### src/hdl/smc_pkg.sv
/*
 * Widths, vector types and APB register map of the MOSFET calculator.
 * All voltages and widths are unsigned 3-bit integers; threshold fixed at vth.
 */
package smc_pkg;

    // ####################
    // Datapath widths
    // ####################

    localparam int param_w   = 3;
    localparam int mode_w    = 2;
    localparam int dev_val_w = 8;
    localparam int third_w   = 7;
    localparam int result_w  = 8;

    localparam int num_dev = 6;
    localparam int vth     = 1;

    typedef logic [param_w-1:0]   param_t;
    typedef logic [mode_w-1:0]    mode_t;
    typedef logic [dev_val_w-1:0] dev_val_t;
    typedef logic [third_w-1:0]   third_t;
    typedef logic [result_w-1:0]  result_t;

    // ####################
    // APB
    // ####################

    localparam int apb_addr_w = 8;
    localparam int apb_data_w = 32;

    typedef logic [apb_addr_w-1:0] apb_addr_t;
    typedef logic [apb_data_w-1:0] apb_data_t;

    // Register offsets
    localparam apb_addr_t ctrl_addr     = 8'h00;
    localparam apb_addr_t dev_base_addr = 8'h04;
    localparam int        dev_stride    = 4;
    localparam apb_addr_t status_addr   = 8'h20;
    localparam apb_addr_t result_addr   = 8'h24;

    // Control fields, start is write only
    localparam int ctrl_mode_lsb  = 0;
    localparam int ctrl_start_bit = 8;

    // Transistor fields
    localparam int dev_w_lsb   = 0;
    localparam int dev_vgs_lsb = 4;
    localparam int dev_vds_lsb = 8;

    // Status fields
    localparam int status_done_bit = 0;

endpackage

### src/hdl/mosfet_eval.sv
/*
 * One transistor, drain current or transconductance scaled by W.
 * Worst case is W = 7 with Vov = 6 in saturation, 252, so the value fits 8 bits.
 */
module mosfet_eval (
    input  logic              clk,
    input  logic              rst,
    input  logic              in_valid,
    input  smc_pkg::param_t   w,
    input  smc_pkg::param_t   vgs,
    input  smc_pkg::param_t   vds,
    input  logic              current_mode,
    output logic              out_valid,
    output smc_pkg::dev_val_t value
);

    smc_pkg::param_t   vov;
    logic              triode;
    logic [5:0]        vov_x;
    logic [5:0]        vds_x;
    logic [5:0]        id_unit;
    logic [5:0]        gm_unit;
    logic [5:0]        unit_val;
    smc_pkg::dev_val_t scaled;

    // Overdrive, floored at zero below threshold
    assign vov = (vgs > smc_pkg::param_t'(smc_pkg::vth))
                 ? vgs - smc_pkg::param_t'(smc_pkg::vth)
                 : '0;

    assign triode = (vov > vds);

    assign vov_x = 6'(vov);
    assign vds_x = 6'(vds);

    // Per unit width, at most 36
    assign id_unit = triode ? vds_x * ((vov_x << 1) - vds_x)
                            : vov_x * vov_x;

    // 2 * min(Vov, Vds)
    assign gm_unit = (triode ? vds_x : vov_x) << 1;

    assign unit_val = current_mode ? id_unit : gm_unit;
    assign scaled   = smc_pkg::dev_val_t'(w) * smc_pkg::dev_val_t'(unit_val);

    always_ff @(posedge clk) begin
        if (rst) begin
            out_valid <= 1'b0;
        end else begin
            out_valid <= in_valid;
        end
    end

    always_ff @(posedge clk) begin
        if (in_valid) begin
            value <= scaled;
        end
    end

endmodule

### src/hdl/result_combine.sv
/*
 * Thirds of the three selected values, then weighted or plain sum over three.
 * Current mode weights are 3/4 on hi and 5/4 on lo, floored before adding mid.
 */
module result_combine (
    input  logic              clk,
    input  logic              rst,
    input  logic              in_valid,
    input  logic              current_mode,
    input  smc_pkg::dev_val_t hi,
    input  smc_pkg::dev_val_t mid,
    input  smc_pkg::dev_val_t lo,
    output logic              res_valid,
    output smc_pkg::result_t  result
);

    smc_pkg::third_t n_hi;
    smc_pkg::third_t n_mid;
    smc_pkg::third_t n_lo;
    logic [9:0]      weighted;
    logic [9:0]      total;
    logic [9:0]      quotient;

    assign n_hi  = smc_pkg::third_t'(hi / 8'd3);
    assign n_mid = smc_pkg::third_t'(mid / 8'd3);
    assign n_lo  = smc_pkg::third_t'(lo / 8'd3);

    assign weighted = ((10'd3 * 10'(n_hi)) + (10'd5 * 10'(n_lo))) >> 2;

    assign total = current_mode ? weighted + 10'(n_mid)
                                : 10'(n_hi) + 10'(n_mid) + 10'(n_lo);

    assign quotient = total / 10'd3;

    always_ff @(posedge clk) begin
        if (rst) begin
            res_valid <= 1'b0;
        end else begin
            res_valid <= in_valid;
        end
    end

    always_ff @(posedge clk) begin
        if (in_valid) begin
            result <= smc_pkg::result_t'(quotient);
        end
    end

    // 255 / 3 bounds every path through the pipeline
    a_result_range: assert property (
        @(posedge clk) disable iff (rst) res_valid |-> (result <= smc_pkg::result_t'(85))
    );

endmodule

### src/hdl/smc_apb_regs.sv
/*
 * APB slave with zero wait states; pready is tied high.
 * Unmapped offsets answer with pslverr, writes to them are dropped.
 * Result register keeps the newest result, there is no back-pressure.
 */
module smc_apb_regs (
    input  logic               clk,
    input  logic               rst,
    input  smc_pkg::apb_addr_t paddr,
    input  logic               psel,
    input  logic               penable,
    input  logic               pwrite,
    input  smc_pkg::apb_data_t pwdata,
    output smc_pkg::apb_data_t prdata,
    output logic               pready,
    output logic               pslverr,
    output smc_pkg::param_t    w   [smc_pkg::num_dev],
    output smc_pkg::param_t    vgs [smc_pkg::num_dev],
    output smc_pkg::param_t    vds [smc_pkg::num_dev],
    output smc_pkg::mode_t     mode,
    output logic               launch,
    input  logic               res_valid,
    input  smc_pkg::result_t   result
);

    logic                        access;
    logic                        wr_en;
    logic                        ctrl_sel;
    logic                        status_sel;
    logic                        result_sel;
    logic [smc_pkg::num_dev-1:0] dev_sel;
    logic                        mapped;
    logic                        done;
    smc_pkg::result_t            result_q;

    // ####################
    // Decode
    // ####################

    always_comb begin
        for (int i = 0; i < smc_pkg::num_dev; i++) begin
            dev_sel[i] = (paddr == smc_pkg::apb_addr_t'(smc_pkg::dev_base_addr
                                                        + i * smc_pkg::dev_stride));
        end
    end

    assign ctrl_sel   = (paddr == smc_pkg::ctrl_addr);
    assign status_sel = (paddr == smc_pkg::status_addr);
    assign result_sel = (paddr == smc_pkg::result_addr);
    assign mapped     = ctrl_sel | status_sel | result_sel | (|dev_sel);

    assign access  = psel & penable;
    assign wr_en   = access & pwrite;
    assign pready  = 1'b1;
    assign pslverr = access & ~mapped;

    // ####################
    // Configuration
    // ####################

    always_ff @(posedge clk) begin
        if (rst) begin
            mode <= '0;
            for (int i = 0; i < smc_pkg::num_dev; i++) begin
                w[i]   <= '0;
                vgs[i] <= '0;
                vds[i] <= '0;
            end
        end else if (wr_en) begin
            if (ctrl_sel) begin
                mode <= pwdata[smc_pkg::ctrl_mode_lsb +: smc_pkg::mode_w];
            end
            for (int i = 0; i < smc_pkg::num_dev; i++) begin
                if (dev_sel[i]) begin
                    w[i]   <= pwdata[smc_pkg::dev_w_lsb +: smc_pkg::param_w];
                    vgs[i] <= pwdata[smc_pkg::dev_vgs_lsb +: smc_pkg::param_w];
                    vds[i] <= pwdata[smc_pkg::dev_vds_lsb +: smc_pkg::param_w];
                end
            end
        end
    end

    // Launch one cycle after the start write, new launch wins over res_valid
    always_ff @(posedge clk) begin
        if (rst) begin
            launch   <= 1'b0;
            done     <= 1'b0;
            result_q <= '0;
        end else begin
            launch <= wr_en & ctrl_sel & pwdata[smc_pkg::ctrl_start_bit];
            if (launch) begin
                done <= 1'b0;
            end else if (res_valid) begin
                done <= 1'b1;
            end
            if (res_valid) begin
                result_q <= result;
            end
        end
    end

    // ####################
    // Read data
    // ####################

    always_comb begin
        prdata = '0;
        if (ctrl_sel) begin
            prdata[smc_pkg::ctrl_mode_lsb +: smc_pkg::mode_w] = mode;
        end
        if (status_sel) begin
            prdata[smc_pkg::status_done_bit] = done;
        end
        if (result_sel) begin
            prdata[smc_pkg::result_w-1:0] = result_q;
        end
        for (int i = 0; i < smc_pkg::num_dev; i++) begin
            if (dev_sel[i]) begin
                prdata[smc_pkg::dev_w_lsb +: smc_pkg::param_w]   = w[i];
                prdata[smc_pkg::dev_vgs_lsb +: smc_pkg::param_w] = vgs[i];
                prdata[smc_pkg::dev_vds_lsb +: smc_pkg::param_w] = vds[i];
            end
        end
    end

    // Access phase is always preceded by a selected setup phase
    a_penable_needs_psel: assert property (
        @(posedge clk) disable iff (rst) penable |-> psel
    );

endmodule

### src/hdl/smc_top.sv
/*
 * Register block in front of a three-stage pipeline, launch to result in 3 cycles.
 * Mode is captured per stage, so back-to-back launches keep their own mode.
 */
module smc_top (
    input  logic               clk,
    input  logic               rst,
    input  smc_pkg::apb_addr_t paddr,
    input  logic               psel,
    input  logic               penable,
    input  logic               pwrite,
    input  smc_pkg::apb_data_t pwdata,
    output smc_pkg::apb_data_t prdata,
    output logic               pready,
    output logic               pslverr
);

    smc_pkg::param_t             w       [smc_pkg::num_dev];
    smc_pkg::param_t             vgs     [smc_pkg::num_dev];
    smc_pkg::param_t             vds     [smc_pkg::num_dev];
    smc_pkg::dev_val_t           dev_val [smc_pkg::num_dev];
    logic [smc_pkg::num_dev-1:0] eval_valid;
    smc_pkg::mode_t              mode;
    logic                        launch;
    logic                        sel_in_valid;
    logic                        sel_valid;
    smc_pkg::dev_val_t           hi;
    smc_pkg::dev_val_t           mid;
    smc_pkg::dev_val_t           lo;
    logic                        res_valid;
    smc_pkg::result_t            result;
    logic                        pick_largest_s1;
    logic                        current_mode_s1;
    logic                        current_mode_s2;

    smc_apb_regs u_smc_apb_regs (
        .clk       (clk),
        .rst       (rst),
        .paddr     (paddr),
        .psel      (psel),
        .penable   (penable),
        .pwrite    (pwrite),
        .pwdata    (pwdata),
        .prdata    (prdata),
        .pready    (pready),
        .pslverr   (pslverr),
        .w         (w),
        .vgs       (vgs),
        .vds       (vds),
        .mode      (mode),
        .launch    (launch),
        .res_valid (res_valid),
        .result    (result)
    );

    // ####################
    // Stage 1
    // ####################

    for (genvar i = 0; i < smc_pkg::num_dev; i++) begin : g_dev
        mosfet_eval u_mosfet_eval (
            .clk          (clk),
            .rst          (rst),
            .in_valid     (launch),
            .w            (w[i]),
            .vgs          (vgs[i]),
            .vds          (vds[i]),
            .current_mode (mode[0]),
            .out_valid    (eval_valid[i]),
            .value        (dev_val[i])
        );
    end

    // Mode travels with the data
    always_ff @(posedge clk) begin
        if (launch) begin
            pick_largest_s1 <= mode[1];
            current_mode_s1 <= mode[0];
        end
        if (sel_in_valid) begin
            current_mode_s2 <= current_mode_s1;
        end
    end

    assign sel_in_valid = &eval_valid;

    // ####################
    // Stages 2 and 3
    // ####################

    top3_select u_top3_select (
        .clk          (clk),
        .rst          (rst),
        .in_valid     (sel_in_valid),
        .pick_largest (pick_largest_s1),
        .vals         (dev_val),
        .out_valid    (sel_valid),
        .hi           (hi),
        .mid          (mid),
        .lo           (lo)
    );

    result_combine u_result_combine (
        .clk          (clk),
        .rst          (rst),
        .in_valid     (sel_valid),
        .current_mode (current_mode_s2),
        .hi           (hi),
        .mid          (mid),
        .lo           (lo),
        .res_valid    (res_valid),
        .result       (result)
    );

endmodule

### src/hdl/top3_select.sv
/*
 * Picks the three largest or three smallest of six values, sorted.
 * Smallest mode runs the same network on inverted values.
 */
module top3_select (
    input  logic              clk,
    input  logic              rst,
    input  logic              in_valid,
    input  logic              pick_largest,
    input  smc_pkg::dev_val_t vals [smc_pkg::num_dev],
    output logic              out_valid,
    output smc_pkg::dev_val_t hi,
    output smc_pkg::dev_val_t mid,
    output smc_pkg::dev_val_t lo
);

    smc_pkg::dev_val_t x       [smc_pkg::num_dev];
    smc_pkg::dev_val_t pair_hi [3];
    smc_pkg::dev_val_t pair_lo [3];
    smc_pkg::dev_val_t t1;
    smc_pkg::dev_val_t t2;
    smc_pkg::dev_val_t t3;
    smc_pkg::dev_val_t t2_a;
    smc_pkg::dev_val_t t2_b;
    smc_pkg::dev_val_t m_hi;
    smc_pkg::dev_val_t m_mid;
    smc_pkg::dev_val_t m_lo;

    // Compare and swap, larger first
    function automatic logic [2*smc_pkg::dev_val_w-1:0] sort2(
        input smc_pkg::dev_val_t a,
        input smc_pkg::dev_val_t b
    );
        return (a >= b) ? {a, b} : {b, a};
    endfunction

    always_comb begin
        for (int i = 0; i < smc_pkg::num_dev; i++) begin
            x[i] = pick_largest ? vals[i] : ~vals[i];
        end
        for (int p = 0; p < 3; p++) begin
            {pair_hi[p], pair_lo[p]} = sort2(x[2*p], x[2*p+1]);
        end

        // Top three of the first four, the overall minimum drops out
        {t1, t2_a} = sort2(pair_hi[0], pair_hi[1]);
        t2_b       = (pair_lo[0] >= pair_lo[1]) ? pair_lo[0] : pair_lo[1];
        {t2, t3}   = sort2(t2_a, t2_b);

        // Merge in the last pair
        if (pair_hi[2] >= t1) begin
            m_hi = pair_hi[2];
            if (pair_lo[2] >= t1) begin
                m_mid = pair_lo[2];
                m_lo  = t1;
            end else begin
                m_mid = t1;
                m_lo  = (pair_lo[2] >= t2) ? pair_lo[2] : t2;
            end
        end else if (pair_hi[2] >= t2) begin
            m_hi  = t1;
            m_mid = pair_hi[2];
            m_lo  = (pair_lo[2] >= t2) ? pair_lo[2] : t2;
        end else begin
            m_hi  = t1;
            m_mid = t2;
            m_lo  = (pair_hi[2] >= t3) ? pair_hi[2] : t3;
        end
    end

    always_ff @(posedge clk) begin
        if (rst) begin
            out_valid <= 1'b0;
        end else begin
            out_valid <= in_valid;
        end
    end

    // Inversion flips the order back
    always_ff @(posedge clk) begin
        if (in_valid) begin
            hi  <= pick_largest ? m_hi  : ~m_lo;
            mid <= pick_largest ? m_mid : ~m_mid;
            lo  <= pick_largest ? m_lo  : ~m_hi;
        end
    end

    a_sorted_out: assert property (
        @(posedge clk) disable iff (rst) out_valid |-> (hi >= mid) && (mid >= lo)
    );

endmodule

### config.mk
export PLATFORM = sky130hd
export DESIGN_NAME = smc_top
export DESIGN_NICKNAME = d
export VERILOG_FILES = /design/src/hdl/smc_pkg.sv /design/src/hdl/mosfet_eval.sv /design/src/hdl/result_combine.sv /design/src/hdl/smc_apb_regs.sv /design/src/hdl/smc_top.sv /design/src/hdl/top3_select.sv
export SDC_FILE = /design/constraint.sdc
export NUM_CORES = 1
export LEC_CHECK = 0
export ABC_AREA = 1
export ABC_CLOCK_PERIOD_IN_PS = 12200
export BUFFER_PORTS_ARGS = -buffer_cell sky130_fd_sc_hd__buf_2
export CORE_UTILIZATION = 28
export CTS_CLUSTER_DIAMETER = 150
export DETAILED_ROUTE_END_ITERATION = 8
export PLACE_DENSITY = 0.46
export RECOVER_POWER = 50
export SYNTH_ARGS = -nofsm -noshare
export SYNTH_HDL_FRONTEND = slang
export SYNTH_SLANG_ARGS = --single-unit
export TNS_END_PERCENT = 10
### constraint.sdc
create_clock -name clk -period 12.2 [get_ports clk]
set_input_delay 0.61 -clock clk [delete_from_list [all_inputs] [get_ports clk]]
set_output_delay 0.61 -clock clk [all_outputs]
set_load 0.01 [all_outputs]
==> results of run 1 <==
[worst paths after layout]
kind | depth (start not counted) | startpoint | end
worst max-delay path | 31 | pick_largest_s1 | u_top3_select.mid[0]
worst min-delay path | 2 | u_smc_apb_regs.result_q[7] | u_smc_apb_regs.result_q[7]
worst max register to register | 31 | pick_largest_s1 | u_top3_select.mid[0]
worst min register to register | 2 | u_smc_apb_regs.result_q[7] | u_smc_apb_regs.result_q[7]
[kinds of logic (layout without fill, tap and decap cells)]
group,after synthesis,count (layout)
compound gates,536,536
xor+xnor,136,136
fa+ha+maj,330,330
buf+inv,483,477
flops,152,152
other cells,2,22
simple gates,1004,1004
[metrics by stage]
step	power (mW)	utilization (%)	hold WS (ns)	setup slack, ns
after global placement	0.5789	30.04	0.4639	2.996
after CTS	1.157	30.99	0.4754	2.869
after detailed placement	0.5794	30.04	0.4661	2.901
after global routing	1.178	30.97	0.5002	1.910
final	1.139	30.97	0.4719	2.863
after floorplan	0.5698	-	0.4003	4.630
[worst max-delay path, delay by kind of cell (launching register included)]
kind / cells / cell delay [ns]
XOR/XNOR: 2 / 0.44
AND/OR/NAND/NOR: 12 / 3.22
flip-flops: 1 / 0.32
buffers and inverters: 3 / 1.61
AO/OA/AOI/OAI: 10 / 1.96
adder cells (fa/ha/maj): 4 / 1.42
[area by class of cell]
type | count | area, sq um | area share (%)
sequential | 152 | 3874 | 18.89
inverter | 399 | 1498 | 7.303
multi-input combinational | 2028 | 13180 | 64.25
clock buffer | 23 | 513.0 | 2.502
tap | 864 | 1081 | 5.272
timing repair buffer | 46 | 255.2 | 1.245
clock inverter | 9 | 110.1 | 0.5369
[cells in the final DEF, fill, tap and decap left out, drive strengths merged, types with 9 or more instances in the layout]
cell type  count
fa            74
xnor2         51
xor2          85
a211oi        76
edfxtp        83
clkinv         9
inv          396
ha           256
nor2         260
dfxtp         69
o211ai        17
buf           44
clkbuf        25
o32ai         12
nand2        609
conb          22
nand4         16
o21a           9
a21oi        121
o21ai        259
nand3         82
nor3          11
or2            9
[registers in the layout, indices dropped and copies added, names as in the netlist, 2 cells and up]
name / cells
u_smc_apb_regs.vds: 18
u_result_combine.result: 8
g_dev.u_mosfet_eval.value: 48
u_smc_apb_regs.mode: 2
u_smc_apb_regs.result_q: 8
u_smc_apb_regs.vgs: 18
u_top3_select.mid: 8
u_smc_apb_regs.w: 18
u_top3_select.hi: 8
u_top3_select.lo: 8
[where the power goes]
part           leakage [nW]  switching, mW  internal (mW)  total [mW]
sequential             1.27       0.000248          0.534       0.535
clock                 0.306          0.232          0.339       0.571
combinational          8.14         0.0259        0.00773      0.0336
total                  9.72          0.258          0.881        1.14
[per-layer routing]
layer / track usage, % / wire length [microns]
met5: 0 / 0
met3: 1.765 / 1071
met2: 27.15 / 24900
met4: 3.246 / 678
met1: 20.10 / 24820
==> impl_metrics.toml, run 1 <==
[setup_path]
cp_data_arrival_time_ns = 9.50
worstPathMaxFanout = 88
rrSetupSlack_ns = 2.86
cp-end-kind = "register"
critPathMaxStageDelay_ns = 0.83
critPathKind = "reg2reg"
cp_slowest_cell = "buf_4"
startpoint_type = "register"
cp_data_required_time_ns = 12.36

[global_route]
grt_pass1_wl_microns = 84270
grt_antenna_before_repair = 0
grt_use_total_pct = 15.41
grt_max_degree = 89
grt_overflow = 0
grt_pass1_vias = 16440

[yosys]
syn_area_per_cell_sq_um = 7.142
ys_async_sr_fraction_pct = 0
yosysMostFrequentCell = "nand2_1"
yosys-top-cells-area = "ha_1 17%, edfxtp_1 13%, nand2_1 12%"
synth-compound-area-share_pct = 16.55
syn_area_sq_um = 18880
synth_seq_area_share_pct = 20.52
synth_top_family_by_area = "adder cells"
synth_ff_type = "edfxtp_1"
ys_seq_elements = 152
synth.top_cell.area_share_pct = 16.97
synth_cell_types = 53
synth_top_area_cell = "ha_1"
synth_cells = 2643
synth_commonest_cells = "592 x nand2_1, 385 x inv_1, 258 x nor2_1"
synth_warnings = 0
synth_edf_count = 83
synthAdderAreaFrac_pct = 24.82
synth_xor_area_share_pct = 6.350
synthMuxAreaShare_pct = 0
yosys.area_share.simple_pct = 21.65

[clock_tree]
root_buffer = "clkbuf_16"
cts_made_buffers = 17
cts_buffer_depth = 2
cts_sinks = 152
clk_pin_slew_ns = 0.07
htree_levels = 4
cts_resized = 0
cts_tree = "done"
clk_latency_ns = 0.46
post-cts-setup-buffers = 0
ctsHoldBuffers = 0

[timing]
finClkSkew_ns = 0.01935
tns_ns = 0
fmax_mhz = 107.1
min_period_ns = 9.337
finalMaxSlewViolations = 123
worstMarginPinSlew_ns = 3.574
rsz0062_at_grt = "false"
maxSlewHeadroom_pct = -138.3
period_share_pct = 76.54
hold_viol = 0
setup_viol = 0

[worst_hold_path]
hold_path.class = "reg2reg"

[cells_and_area]
design_area_sq_um = 20510
num_antenna_cells = 0
final_nets = 3019
area_growth_pct = 8.637
layout-drive-gt1-share_pct = 4.554
layout.cells.non_filler = 3521
n_fill_cell = 7243

[routing]
vias = 16670
remaining_drc_errors = 0
firstDrtPassIters = 5
wl_microns = 51460
wl_per_cell_microns = 14.62
vias_per_cell = 4.735
drt_iter0_markers = 808
postRouteAntennaNets = 0

[die]
die_w_microns = 261.7
rows = 94
initial_core_util_pct = 28.51
die_y_microns = 261.7
core_area_sq_um = 66220
dieArea_sq_um = 68460
num_io_pins = 79

[job]
drv.max_cap_violation_count = 2

[place]
dp_cells = 3489
place_hpwl_microns = 42180
portBuffers = 33
place_congestion = 0.8504
detailed_place.area_sq_um = 19890

[status]
status = "finished, violations left"
violations = "max-capacitance violations, max-slew violations"

[power]
leakage_nw = 9.716
ir_drop_uv = 84.35
power.density_nw_per_um2 = 55.55
(Power assumes the default switching activity.)
==> run 2, diff against run 1 <==
ABC_AREA = 0   (was 1)
ABC_CLOCK_PERIOD_IN_PS = 8810   (was 12200)
clock period = 8.81 ns   (was 12.2 ns; I/O delays follow)
==> impl_metrics.toml, run 2 <==
[status]
status = "finished, violations left"
violations = "max-capacitance violations, max-slew violations"

[cells_and_area]
final_cell_mix = "308 x nand2_1, 252 x ha_1, 237 x inv_1"
post-route-util_pct = 32.70
final_nets = 2994
layout-drive-gt1-share_pct = 13.65
regMostFlops = "g_dev.u_mosfet_eval.value"
layout.cells.non_filler = 3590
final_common_cell = "nand2_1"
num_antenna_cells = 0
n_fill_cell = 7505
largest_register_ffs = 48
area_growth_pct = 15.38
design_area_sq_um = 23850

[yosys]
syn_area_sq_um = 20670
ys_async_sr_fraction_pct = 0
synth_cells = 2517
synth_cell_types = 92
yosys-top-cells-area = "ha_1 15%, edfxtp_1 12%, fa_1 7.2%"
syn_area_per_cell_sq_um = 8.214
synth_ff_type = "edfxtp_1"
synth_edf_count = 83
synth_commonest_cells = "311 x nand2_1, 256 x ha_1, 240 x inv_1"
synth.top_cell.area_share_pct = 15.49
yosysMostFrequentCell = "nand2_1"
synth_warnings = 0
ys_seq_elements = 152
synth_seq_area_share_pct = 18.74
synth_top_area_cell = "ha_1"

[power]
power_switching_mw = 0.4392
switching_share_pct = 25.68
power.internal_mw = 1.271
power.density_nw_per_um2 = 71.70
pwr-share-comb_pct = 11.7
leakage_nw = 10.31
power_frac_clock_pct = 45.0
seq_power_share_pct = 43.3
ir_drop_uv = 118.0

[clock_tree]
clk_pin_slew_ns = 0.07
cts_sinks = 152
root_buffer = "clkbuf_16"
cts_buffer_depth = 2
cts_tree = "done"
cts_made_buffers = 17
clk_latency_ns = 0.47
htree_levels = 4

[routing]
vias = 17820
wl_per_cell_microns = 16.21
remaining_drc_errors = 0
vias_per_cell = 4.965
postRouteAntennaNets = 0
wl_microns = 58180
drt_iter0_markers = 1089
firstDrtPassIters = 5

[global_route]
grt_pass1_vias = 17370
grt_use_total_pct = 15.48
grt_antenna_before_repair = 0
grt_overflow = 0
grt_max_degree = 70
grt_pass1_wl_microns = 92740

[setup_path]
cp-end-kind = "register"
cp_slowest_cell = "edfxtp_1"
startpoint_type = "register"
critPathKind = "reg2reg"
cp_data_required_time_ns = 9.02
cp_data_arrival_time_ns = 8.64
cpMostUsedCell = "a21o_1"
worstPathMaxFanout = 7
critPathMaxStageDelay_ns = 0.43

[die]
die_w_microns = 273.7
core_area_sq_um = 72960
num_io_pins = 79
initial_core_util_pct = 28.34
dieArea_sq_um = 74930
rows = 99
die_y_microns = 273.7

[timing]
period_share_pct = 95.68
fmax_mhz = 118.6
min_period_ns = 8.429
maxSlewHeadroom_pct = -118.0
finClkSkew_ns = 0.01723
finalMaxSlewViolations = 123
setup_viol = 0
rsz0062_at_grt = "true"
tns_ns = 0
hold_viol = 0
worstMarginPinSlew_ns = 3.270
fin_ws_ns = 0.3807

[place]
detailed_place.area_sq_um = 22560
place_congestion = 0.8597
portBuffers = 33
dp_cells = 3527
place_hpwl_microns = 46950
place_ws_ns = -0.1932

[job]
drv.max_cap_violation_count = 2

[worst_hold_path]
hold_path.class = "in2reg"
-- run 2: routing by layer --
metal	vias up	share of wire (%)	GRT usage (%)
met3	54	3.0	1.763
li1	8974	-	-
met4	0	1.7	4.161
met2	325	48	26.54
met1	8470	48	20.40
met5	-	0	0
-- run 2: path summary, 6_finish.rpt --
| path | from | end | slack (ns) | cells past startpoint |
|---|---|---|---|---|
| worst min register to register | current_mode_s1 | current_mode_s2 | 0.43 | 0 |
| worst min-delay path | pwdata[4] | u_smc_apb_regs.vgs[0] | 0.31 | 3 |
| worst max-delay path | pick_largest_s1 | u_top3_select.lo[3] | 0.38 | 39 |
| worst max register to register | pick_largest_s1 | u_top3_select.lo[3] | 0.38 | 39 |
-- run 2: power groups by stage --
stage / clock network, mW / registers (mW) / logic [mW]
floorplan: 0 / 0.756 / 0.128
global placement: 0 / 0.757 / 0.186
detailed placement: 0 / 0.757 / 0.188
CTS: 0.791 / 0.741 / 0.194
global route: 0.819 / 0.741 / 0.217
finish: 0.769 / 0.741 / 0.200
-- run 2: cell type report --
class,instances,area [sq um],share of cell area [%]
clock buffer,18,450.4,1.888
sequential,152,3874,16.24
multi-input combinational,2020,15850,66.43
timing repair buffer,187,1426,5.980
tap,959,1200,5.030
inverter,241,904.6,3.792
clock inverter,13,153.9,0.6452
-- run 2: critical path, delay by kind of cell, from the launching register on --
family                   cells  cell delay [ns]
AO/OA/AOI/OAI               18             3.52
XOR/XNOR                     1             0.18
flip-flops                   1             0.43
multiplexers                 5             1.07
buffers and inverters        6             0.87
AND/OR/NAND/NOR              5             0.96
adder cells (fa/ha/maj)      4             1.13
-- run 2: what timing repair did --
item,in CTS,in global routing
buffers inserted,3,29
resized for setup,2,106
hold buffers,0,0
endpoints found under the setup margin,16,26
pin swaps,1,29
-- run 2: cells by family (layout without fill, tap and decap cells) --
family / Yosys count / count (layout) / share of synthesized area (%)
buffers and inverters: 365 / 459 / 7.347
AOI/OAI and AO/OA: 592 / 592 / 18.97
muxes: 153 / 153 / 8.297
xor gates and xnor gates: 164 / 164 / 7.050
DFF: 152 / 152 / 18.74
and+or+nand+nor: 759 / 759 / 16.91
other: 2 / 22 / 0.03632
adders and majority gates: 330 / 330 / 22.66
-- run 2: stage by stage --
| stage | total power [mW] | hold WS [ns] |
|---|---|---|
| after global routing | 1.776 | 0.2875 |
| final | 1.710 | 0.3051 |
| after global placement | 0.9422 | 0.4132 |
| after detailed placement | 0.9450 | 0.4183 |
| after CTS | 1.726 | 0.2633 |
| after floorplan | 0.8843 | 0.4003 |
